[src/verilog/rob_pkg.sv]
// reorder buffer package: sizes, reset tag and the structs shared by every block
package rob_pkg;

	////////////////////////////////////////////////////////////
	// sizes
	////////////////////////////////////////////////////////////

	localparam int ROB_DEPTH = 16;                  // power of two, pointers wrap
	localparam int ROB_IDX_W = $clog2(ROB_DEPTH);
	localparam int ROB_CNT_W = ROB_IDX_W + 1;        // occupancy holds 0..ROB_DEPTH

	localparam int PREG_W = 7;                      // physical register tag
	localparam int AREG_W = 5;                      // architectural register
	localparam int ADDR_W = 64;                     // branch target

	localparam int CDB_PORTS = 4;
	localparam int CDB_RESULT_PORTS = 2;            // only these carry exception and branch data

	// tag of an empty entry, never handed out by the free list
	localparam logic [PREG_W-1:0] NO_TAG = '1;

	////////////////////////////////////////////////////////////
	// structs
	////////////////////////////////////////////////////////////

	// one instruction from dispatch
	typedef struct packed {
		logic              valid_inst;     // low means invalid instruction, ready at once
		logic              halt;
		logic              uncond_branch;
		logic              wr_mem;         // store
		logic [AREG_W-1:0] ar;
		logic [PREG_W-1:0] tag;            // new physical tag
		logic [PREG_W-1:0] told;           // previous mapping of ar
	} dispatch_slot_t;

	// one common data bus port
	typedef struct packed {
		logic              strobe;
		logic [PREG_W-1:0] tag;
		logic              exception;
		logic              taken;
		logic [ADDR_W-1:0] target;
	} cdb_port_t;

	// one retiring entry, for map table, free list and store queue
	typedef struct packed {
		logic [AREG_W-1:0] ar;
		logic [PREG_W-1:0] tag;
		logic [PREG_W-1:0] told;
		logic              wr_mem;
		logic              uncond_branch;
		logic              taken;
		logic [ADDR_W-1:0] target;
	} retire_slot_t;

endpackage

[src/verilog/rob_completion.sv]
// reorder buffer completion: matches bus tags against stored tags and merges the results
module rob_completion
(
	input  rob_pkg::cdb_port_t [rob_pkg::CDB_PORTS-1:0]               cdb,
	input  logic [rob_pkg::ROB_DEPTH-1:0][rob_pkg::PREG_W-1:0]        entry_tag,
	input  logic [rob_pkg::ROB_DEPTH-1:0]                             entry_valid,
	output logic [rob_pkg::ROB_DEPTH-1:0]                             hit,
	output logic [rob_pkg::ROB_DEPTH-1:0]                             hit_exception,
	output logic [rob_pkg::ROB_DEPTH-1:0]                             hit_taken,
	output logic [rob_pkg::ROB_DEPTH-1:0][rob_pkg::ADDR_W-1:0]        hit_target
);

	// one bit per entry and port
	logic [rob_pkg::ROB_DEPTH-1:0][rob_pkg::CDB_PORTS-1:0] match;

	////////////////////////////////////////////////////////////
	// tag compare
	////////////////////////////////////////////////////////////

	always_comb
	begin
		for (int e = 0; e < rob_pkg::ROB_DEPTH; e++)
		begin
			for (int p = 0; p < rob_pkg::CDB_PORTS; p++)
			begin
				// empty entries hold NO_TAG but must never match
				match[e][p] = cdb[p].strobe && entry_valid[e]
					&& (cdb[p].tag == entry_tag[e]);
			end
		end
	end

	////////////////////////////////////////////////////////////
	// result select
	////////////////////////////////////////////////////////////

	always_comb
	begin
		hit           = '0;
		hit_exception = '0;
		hit_taken     = '0;
		hit_target    = '0;
		for (int e = 0; e < rob_pkg::ROB_DEPTH; e++)
		begin
			// later ports overwrite, so the highest matching port wins
			for (int p = 0; p < rob_pkg::CDB_PORTS; p++)
			begin
				if (match[e][p])
				begin
					hit[e] = 1'b1;
					if (p < rob_pkg::CDB_RESULT_PORTS)
					begin
						hit_exception[e] = cdb[p].exception;
						hit_taken[e]     = cdb[p].taken;
						hit_target[e]    = cdb[p].target;
					end
					else
					begin
						hit_exception[e] = 1'b0;   // plain ALU ports carry no outcome
						hit_taken[e]     = 1'b0;
						hit_target[e]    = '0;
					end
				end
			end
		end
	end

endmodule

[config.mk]
export PLATFORM = sky130hd
export DESIGN_NAME = rob_completion
export DESIGN_NICKNAME = d
export VERILOG_FILES = /design/src/verilog/rob_pkg.sv /design/src/verilog/rob_completion.sv
export SDC_FILE = /design/constraint.sdc
export NUM_CORES = 2
export LEC_CHECK = 0
export ABC_CLOCK_PERIOD_IN_PS = 2400
export BUFFER_PORTS_ARGS = -buffer_cell sky130_fd_sc_hd__buf_2
export CAP_MARGIN = 0
export CORE_AREA = 4 4 579 581
export DETAILED_ROUTE_END_ITERATION = 10
export DIE_AREA = 0 0 583 585
export MAX_ROUTING_LAYER = met4
export PLACE_DENSITY_LB_ADDON = 0.05
export SETUP_SLACK_MARGIN = 0.4
export SYNTH_ARGS = -nofsm -noshare
export SYNTH_HDL_FRONTEND = slang
export SYNTH_SLANG_ARGS = --single-unit
[constraint.sdc]
create_clock -name vclk -period 2.4
set_clock_uncertainty 0.05 [all_clocks]
set_input_delay 0.12 -clock vclk [all_inputs]
set_output_delay 0.12 -clock vclk [all_outputs]
set_load 0.05 [all_outputs]
==> qor.txt <==
Cells after Synth -> 4,652
I/O Buffers -> 1,364
Cell Rows -> 211
Max Fclk -> 378 MHz
Final Max Tran Viols -> 0
Final nets -> 7,045
CP Class -> input pin to output pin
max cap viols -> 0
core region area -> 330,000 sq um
Worst path max stage delay -> 0.31 ns
Setup TNS Final -> -66.10 ns
pin count of the biggest net entering global routing -> 49
IO Count -> 1,496
delay-heaviest family, CP -> buffers and inverters
first-pass GRT wire length -> 550 mm
gr usage total -> 0.251
final critical-path required period -> 2.64 ns
final-report hold violation count -> 0
post-synthesis sequential area ratio -> 0
unrepaired setup endpoints after global routing -> true
vias -> 47,383
dpl cell area -> 62,700 sq um
Least-Margin Pin Slew -> 1.04 ns
WL final -> 492 mm
hold_ws -> 0.686 ns
failing checks -> negative setup slack
crit-path max FO -> 8
final clock period utilization by the worst path -> 1.10
vias in the first global route -> 45,901
status -> complete, but fails checks
clkbuf count -> 0
Via density -> 4.30
final setup violation count -> 889
Post-Syn Area -> 24,700 sq um
die width -> 583 um
Hold Path Class -> input pin to output pin
Worst Setup End Kind -> output pin
Routed wire per std cell -> 44.7 um
Reg area -> 0 sq um
crit path from -> cdb[70]
dpl cells -> 10,435
HP Start -> cdb[132]
initial antenna violation count -> 40
worst-path cell chain -> buf_12 -> buf_12 -> buf_12 -> buf_4 -> buf_6 -> xor2_4 -> nor4_4 -> buf_12 -> buf_16 -> buf_12 -> buf_16 -> nand3_1 -> a21oi_4 -> buf_6
gpl congestion -> 0.835
Syn Nets -> 5,076
grt ovf -> 0
drt pass-1 iters -> 5
number of buffers added to fix hold violations after cts -> 0
DRC viols -> 0
Final WS setup -> -0.243 ns
DRT antenna net count -> 0
Layout area overhead -> 240%
CP Data Required Time -> 2.23 ns
CP Data Arrival Time -> 2.47 ns
synthesis warning total -> 0
syn avg cell area -> 5.32 sq um
slew margin rel. -> 0.308
Yosys cell types -> 28
most frequent cells in the layout -> buf_12 (1,064), a21oi_4 (783), nand3_1 (740)
most frequent CP cell -> buf_12
die height -> 585 um
DRT iter0 DRCs -> 3,480
CP max stage cell -> nor4_4
Non-Filler Instances -> 11,010
post-route cell area -> 84,100 sq um
Die ar. -> 341,000 sq um
DP Wirelength -> 324 mm
most common cell after layout, fill and taps aside -> buf_12
CP Launch Type -> input pin
sequential cell count -> 0
layout cells sized above 1 -> 0.712
Bufs and invs on worst path -> 10
Starting Density -> 0.0750
## layer usage
| layer | GRT usage | wire length, um |
|---|---|---|
| met5 | - | 0 |
| met4 | 0.0414 | 16800 |
| met3 | 0.0482 | 28400 |
| met2 | 0.429 | 237000 |
| met1 | 0.311 | 210000 |
## stage by stage
| stage | setup WS, ns | utilization |
|---|---|---|
| 2_1_floorplan | -0.0327 | - |
| 3_3_place_gp | -0.950 | 0.190 |
| 3_5_place_dp | -0.940 | 0.190 |
| 4_1_cts | -0.220 | 0.211 |
| 5_1_grt | -0.286 | 0.255 |
| 6_report | -0.243 | 0.255 |
## cell type report
cell class / instances / area [sq um]
Timing Repair Buffer: 2755 / 39800
Tap cell: 4366 / 5460
Fill cell: 34894 / 246000
Multi-Input combinational cell: 3864 / 38800
Antenna cell: 25 / 62.6
## cells by family (layout without fill, tap and decap cells)
kind of cell              after synthesis  after routing  synth area share
AOI/OAI and AO/OA                    1072           1072             0.231
xor gates and xnor gates              448            448             0.159
buffers and inverters                 788           2755             0.145
other                                   0             25                 0
and+or+nand+nor                      2344           2344             0.466
## repair_timing
action | in CTS | in global routing
endpoints found under the setup margin | 1072 | 1072
buffers inserted | 143 | 247
gates resized for setup | 869 | 2193
cloned | 46 | 114
hold endpoints to repair | 0 | 0
pin swaps | 177 | 606
## worst paths after layout
path	end	cells past startpoint
worst max-delay path	hit_target[641]	14
worst min-delay path	hit_target[442]	4
## cells in the mapped netlist
| master | number | area, sq um |
|---|---|---|
| buf_6 | 13 | 146 |
| nor3_1 | 2 | 10.0 |
| nor4_2 | 20 | 250 |
| or3b_2 | 17 | 149 |
| buf_1 | 67 | 251 |
| and3_1 | 11 | 68.8 |
| o22ai_1 | 6 | 37.5 |
| nor4_1 | 12 | 75.1 |
| or4_1 | 8 | 60.1 |
| a21oi_1 | 926 | 4630 |
| nand4_1 | 81 | 507 |
| or3b_1 | 118 | 1030 |
| o21ai_1 | 8 | 40.0 |
| buf_4 | 51 | 383 |
| a21boi_1 | 132 | 991 |
| nor2_1 | 29 | 109 |
| clkbuf_1 | 394 | 1480 |
| xor2_1 | 179 | 1570 |
| nor4_4 | 2 | 42.5 |
| buf_2 | 259 | 1300 |
| xnor2_1 | 269 | 2360 |
| and4_1 | 13 | 114 |
| clkbuf_2 | 4 | 20.0 |
| nand3b_1 | 2 | 15.0 |
| or4_4 | 2 | 22.5 |
| or3_1 | 11 | 68.8 |
| nand3_1 | 1152 | 5770 |
| nand2_1 | 864 | 3240 |
