==> src/verilog/rob_pkg.sv <==
// reorder buffer package: sizes, reset tag and the structs shared by every block
package rob_pkg;

	////////////////////////////////////////////////////////////
	// sizes
	////////////////////////////////////////////////////////////

	localparam int ROB_DEPTH = 16;                  // power of two, pointers wrap
	localparam int ROB_IDX_W = $clog2(ROB_DEPTH);
	localparam int ROB_CNT_W = ROB_IDX_W + 1;        // occupancy holds 0..ROB_DEPTH

	localparam int PREG_W = 7;                      // physical register tag
	localparam int AREG_W = 5;                      // architectural register
	localparam int ADDR_W = 64;                     // branch target

	localparam int CDB_PORTS = 4;
	localparam int CDB_RESULT_PORTS = 2;            // only these carry exception and branch data

	// tag of an empty entry, never handed out by the free list
	localparam logic [PREG_W-1:0] NO_TAG = '1;

	////////////////////////////////////////////////////////////
	// structs
	////////////////////////////////////////////////////////////

	// one instruction from dispatch
	typedef struct packed {
		logic              valid_inst;     // low means invalid instruction, ready at once
		logic              halt;
		logic              uncond_branch;
		logic              wr_mem;         // store
		logic [AREG_W-1:0] ar;
		logic [PREG_W-1:0] tag;            // new physical tag
		logic [PREG_W-1:0] told;           // previous mapping of ar
	} dispatch_slot_t;

	// one common data bus port
	typedef struct packed {
		logic              strobe;
		logic [PREG_W-1:0] tag;
		logic              exception;
		logic              taken;
		logic [ADDR_W-1:0] target;
	} cdb_port_t;

	// one retiring entry, for map table, free list and store queue
	typedef struct packed {
		logic [AREG_W-1:0] ar;
		logic [PREG_W-1:0] tag;
		logic [PREG_W-1:0] told;
		logic              wr_mem;
		logic              uncond_branch;
		logic              taken;
		logic [ADDR_W-1:0] target;
	} retire_slot_t;

endpackage

==> src/verilog/rob_pointers.sv <==
// reorder buffer pointers: head, tail, occupancy and the capacity report to dispatch
module rob_pointers
(
	input  logic                           clock,
	input  logic                           reset,
	input  logic [1:0]                     dispatch_num,
	input  logic [1:0]                     retire_num,
	output logic [rob_pkg::ROB_IDX_W-1:0] head,
	output logic [rob_pkg::ROB_IDX_W-1:0] head_next,
	output logic [rob_pkg::ROB_IDX_W-1:0] tail,
	output logic [rob_pkg::ROB_IDX_W-1:0] tail_next,
	output logic [1:0]                     dispatch_cap
);

	logic [rob_pkg::ROB_CNT_W-1:0] count;     // valid entries between head and tail
	logic [rob_pkg::ROB_CNT_W-1:0] free_cnt;

	////////////////////////////////////////////////////////////
	// pointer and occupancy registers
	////////////////////////////////////////////////////////////

	always_ff @(posedge clock)
	begin
		if (reset)
		begin
			head  <= '0;
			tail  <= '0;
			count <= '0;
		end
		else
		begin
			// depth is a power of two so the adds wrap by themselves
			head  <= head + rob_pkg::ROB_IDX_W'(retire_num);
			tail  <= tail + rob_pkg::ROB_IDX_W'(dispatch_num);
			count <= count + rob_pkg::ROB_CNT_W'(dispatch_num)
				- rob_pkg::ROB_CNT_W'(retire_num);
		end
	end

	// second slot of each pair
	assign head_next = head + rob_pkg::ROB_IDX_W'(1);
	assign tail_next = tail + rob_pkg::ROB_IDX_W'(1);

	////////////////////////////////////////////////////////////
	// capacity
	////////////////////////////////////////////////////////////

	assign free_cnt = rob_pkg::ROB_CNT_W'(rob_pkg::ROB_DEPTH) - count;

	always_comb
	begin
		if (free_cnt == '0)
		begin
			dispatch_cap = 2'd0;           // full
		end
		else if (free_cnt == rob_pkg::ROB_CNT_W'(1))
		begin
			dispatch_cap = 2'd1;           // almost full
		end
		else
		begin
			dispatch_cap = 2'd2;
		end
	end

endmodule

==> config.mk <==
export PLATFORM = sky130hd
export DESIGN_NAME = rob_pointers
export DESIGN_NICKNAME = d
export VERILOG_FILES = /design/src/verilog/rob_pkg.sv /design/src/verilog/rob_pointers.sv
export SDC_FILE = /design/constraint.sdc
export NUM_CORES = 1
export LEC_CHECK = 0
export BUFFER_PORTS_ARGS = -buffer_cell sky130_fd_sc_hd__buf_4
export CORE_ASPECT_RATIO = 1.1
export CORE_MARGIN = 1
export CORE_UTILIZATION = 53
export CTS_CLUSTER_SIZE = 40
export DETAILED_ROUTE_END_ITERATION = 10
export PLACE_DENSITY = 0.81
export SLEW_MARGIN = 0
export SYNTH_ARGS = -nofsm -noshare
export SYNTH_HDL_FRONTEND = slang
export SYNTH_SLANG_ARGS = --single-unit
==> constraint.sdc <==
create_clock -name clock -period 4.5 [get_ports clock]
set_input_delay 0.225 -clock clock [delete_from_list [all_inputs] [get_ports clock]]
set_output_delay 0.225 -clock clock [all_outputs]
set_load 0.01 [all_outputs]
==> implementation parameters <==
Parameter                              Value

Clock network
  Clock transition at the registers of the reported paths ... 0.08 ns
  Library cell used as clock root buffer ... sky130_fd_sc_hd__clkbuf_4
  Insertion delay of the later-clocked pin in the worst-skew pair ... roughly 0.28 ns
  Depth of the CTS H-tree ... 1
  # clock sinks ... 13
  Total CTS buffers ... 3
  Number of buffers added for setup after CTS ... 0
  Max Buffers Root-to-Sink ... 2
  Count of hold buffers inserted by post-cts repair ... 0
  Clock tree from TritonCTS ... yes
  CTS resizes ... 0

Drt
  Post-DR vias/cell ... roughly 5.2
  Number of optimization iterations in the first detailed-route pass ... 4
  DRT antenna net count ... 0
  Post-route DRC violation count ... 0
  Detailed-route via count ... about 700
  WL final ... 1580 um
  DRT iter0 DRCs ... 10
  Detailed-route wire length per cell ... around 12 um

Timing
  Post-layout minimum cycle time ... between 2 and 2.5 ns
  Min setup slack post-route ... between 2 and 2.5 ns
  Actual slew at the worst max-slew pin ... approximately 0.28 ns
  Final period utilization ... between 40% and 50%
  Max Fclk ... 497 MHz
  Hold violation total from the final report ... 0
  Finish-stage setup viols ... 0
  Relative slew margins ... around four fifths
  Number of slew-limit violations in the final report ... 0
  Setup repair after global routing missed its margin ... no
  Largest clock skew in the final design ... roughly 0.0045 ns
  Setup TNS ... 0 ns

Yosys
  Most used standard cell by instance count after synthesis ... sky130_fd_sc_hd__inv_1
  Number of distinct library cells after synthesis ... 20
  Synth cell count leaders ... 16 x sky130_fd_sc_hd__inv_1, 13 x sky130_fd_sc_hd__dfxtp_1, 12 x sky130_fd_sc_hd__ha_1, 8 x sky130_fd_sc_hd__a21oi_1
  Number of nets in the synthesized netlist ... 113
  Count of yosys warnings during synthesis ... 0
  Sequential fraction of the synthesis area ... between 30% and 40%
  Share of synthesized registers carrying an async set or reset ... 0%
  Top cells by area, synth ... sky130_fd_sc_hd__dfxtp_1 31%, sky130_fd_sc_hd__ha_1 18%, sky130_fd_sc_hd__fa_1 9.7%
  Main synth FF type ... sky130_fd_sc_hd__dfxtp_1
  Number of flops mapped to enable cells by yosys ... 0
  Share of the synthesized area in the top cell type ... between 30% and 40%
  Synthesized area per cell ... 9.09 um2
  Flop and latch count out of synthesis ... 13
  Post-synthesis cell type with the largest combined area ... sky130_fd_sc_hd__dfxtp_1
  Post-Syn Instances ... 91
  Cell area after synthesis ... approximately 830 um2

GRT
  Total Routing Usage GR ... between 20% and 30%
  Total global routing overflow ... 0
  Initial antenna violation count ... 0
  M2 GR Usage ... 37.4%
  GR Util met1 ... a little over a quarter
  Peak-usage layer in the global routing report ... met2
  Met3 capacity usage during global routing ... under 10%
  First-pass GRT wire length ... 2660 um
  Number of global-route vias before repair ... between 600 and 700
  Maximum number of pins on one net before global-route repair ... 16

Floorplan
  Width of the chip ... between 30 and 40 um
  Height of the chip ... between 40 and 50 um
  Total number of placement rows ... 14
  Total I/O pin count ... 24
  Std-Cell Core Area ... ~0.0014 mm2
  Die area ... between 0.0015 and 0.002 mm2
  Starting density of the core ... slightly below 60%

Worst setup path
  Arrival time reported for the critical path endpoint ... 2.19 ns
  Series of cell instances along the critical path ... inv_1, fa_1, inv_1, fa_1, a21oi_1, o21ai_0, a21bo_2
  Worst Setup Path Type ... flip-flop to flip-flop
  Worst Setup End Kind ... flip-flop
  RR Startpoint ... count[1]$_SDFF_PP0_
  CP max FO ... 3
  Stage delay of the slowest cell on the critical path ... roughly 0.48 ns
  First element of the critical path ... count[1]$_SDFF_PP0_
  Category of cells accounting for the largest share of critical-path delay ... adder cells
  Startpoint class of the critical path ... flip-flop
  Crit path buf inv count ... 2
  Slowest library cell on the worst path ... sky130_fd_sc_hd__fa_1
  CP required ... 4.68 ns

Flow run
  Total of max-cap violations ... 0

Placed design
  Buffers on Ports ... 23
  Cell Area, Placed ... 0.00102 mm2
  Minimum setup slack after placement ... about 2.5 ns
  Global placer's final weighted congestion ... between 0.8 and 0.9
  Number of instances in the placed design ... approximately 130
  Estimated wirelength of the detail-placed design ... between 1000 and 1500 um

Final layout
  Ant. Diodes ... 0
  Final standard cell count with taps included and fillers excluded ... around 130
  Relative area change from synthesis to final layout ... 26.0%
  Layout cell share with drive strength beyond 1 ... 25.6%
  Final standard cell area without fillers ... about 0.0010 mm2
  Final layout net count ... 140
  Number of fill cells ... ~110

Power and ir drop
  Leakage power of the design ... ~0.51 nW
  Power per cell area ... 457 mW/mm2
  Worst supply voltage drop on vdd ... roughly 0.27 mV

Min path
  Kind of path behind the tightest hold check ... input port to flip-flop
  Worst hold path startpoint ... reset

Status
  Run status ... finished, final reports clean
==> sequential cells by signal, indices dropped and copies added (netlist names) <==
signal / flops
tail: 4
count: 5
head: 4
==> where the power goes <==
group	switching, mW	internal (mW)
Clock	0.0384	0.0344
Sequential	0.0302	0.141
Combinational	0.112	0.120
Total	0.181	0.296
==> cell usage in the layout, fill, tap and decap left out <==
cell type,Yosys,layout
sky130_fd_sc_hd__ha_1,12,12
sky130_fd_sc_hd__inv_1,16,16
sky130_fd_sc_hd__xor2_1,3,3
sky130_fd_sc_hd__buf_4,0,23
sky130_fd_sc_hd__xnor2_1,6,6
sky130_fd_sc_hd__nand3_1,4,4
sky130_fd_sc_hd__nor4_1,1,1
sky130_fd_sc_hd__o21ai_0,3,3
sky130_fd_sc_hd__or3_1,2,2
sky130_fd_sc_hd__inv_2,2,2
sky130_fd_sc_hd__o2111ai_1,1,1
sky130_fd_sc_hd__nor2_1,6,6
sky130_fd_sc_hd__dfxtp_1,13,13
sky130_fd_sc_hd__a31o_2,1,1
sky130_fd_sc_hd__clkbuf_4,0,3
sky130_fd_sc_hd__nor3_1,1,1
sky130_fd_sc_hd__a21bo_2,1,1
sky130_fd_sc_hd__nand2b_1,1,1
sky130_fd_sc_hd__clkbuf_1,1,1
sky130_fd_sc_hd__fa_1,4,4
sky130_fd_sc_hd__a21oi_1,8,8
sky130_fd_sc_hd__nor2b_1,5,5
==> cell type report <==
type / instances / area (um2) / area share [%]
multi-input cells: 59 / 495 / 47.5
flip-flops and latches: 13 / 260 / 25.0
repair buffers: 23 / 173 / 16.6
inverters: 18 / 67.6 / 6.48
clock buffers: 4 / 26.3 / 2.52
well taps: 16 / 20.0 / 1.92
==> metal layers <==
layer	part of all wire (%)	vias to the layer above
met3	3.6	5
met4	1.8	0
met5	0	-
li1	-	345
met1	44	328
met2	50	18
==> metrics by stage <==
stage,total power [mW],hold WS [ns],utilization [%]
2_1_floorplan,0.329,0.297,-
3_3_place_gp,0.394,0.502,71.6
3_5_place_dp,0.407,0.514,71.6
4_1_cts,0.481,0.212,73.5
5_1_grt,0.520,0.225,73.5
6_report,0.476,0.226,73.5
==> kinds of logic after synthesis <==
| logic type | share of synthesized area [%] |
|---|---|
| flops | 31.5 |
| compound gates | 9.98 |
| simple gates | 12.6 |
| fa+ha+maj | 27.8 |
| xor+xnor | 9.53 |
| buf+inv | 8.62 |
==> final timing paths <==
kind              slack, ns  depth (start not counted)                  end
setup reg to reg       2.49                          7  count[4]$_SDFF_PP0_
setup / recovery       2.49                          7  count[4]$_SDFF_PP0_
hold reg to reg        0.53                          2   head[3]$_SDFF_PP0_
hold / removal         0.23                          2  count[2]$_SDFF_PP0_
Power figures use the tool's default switching activity.
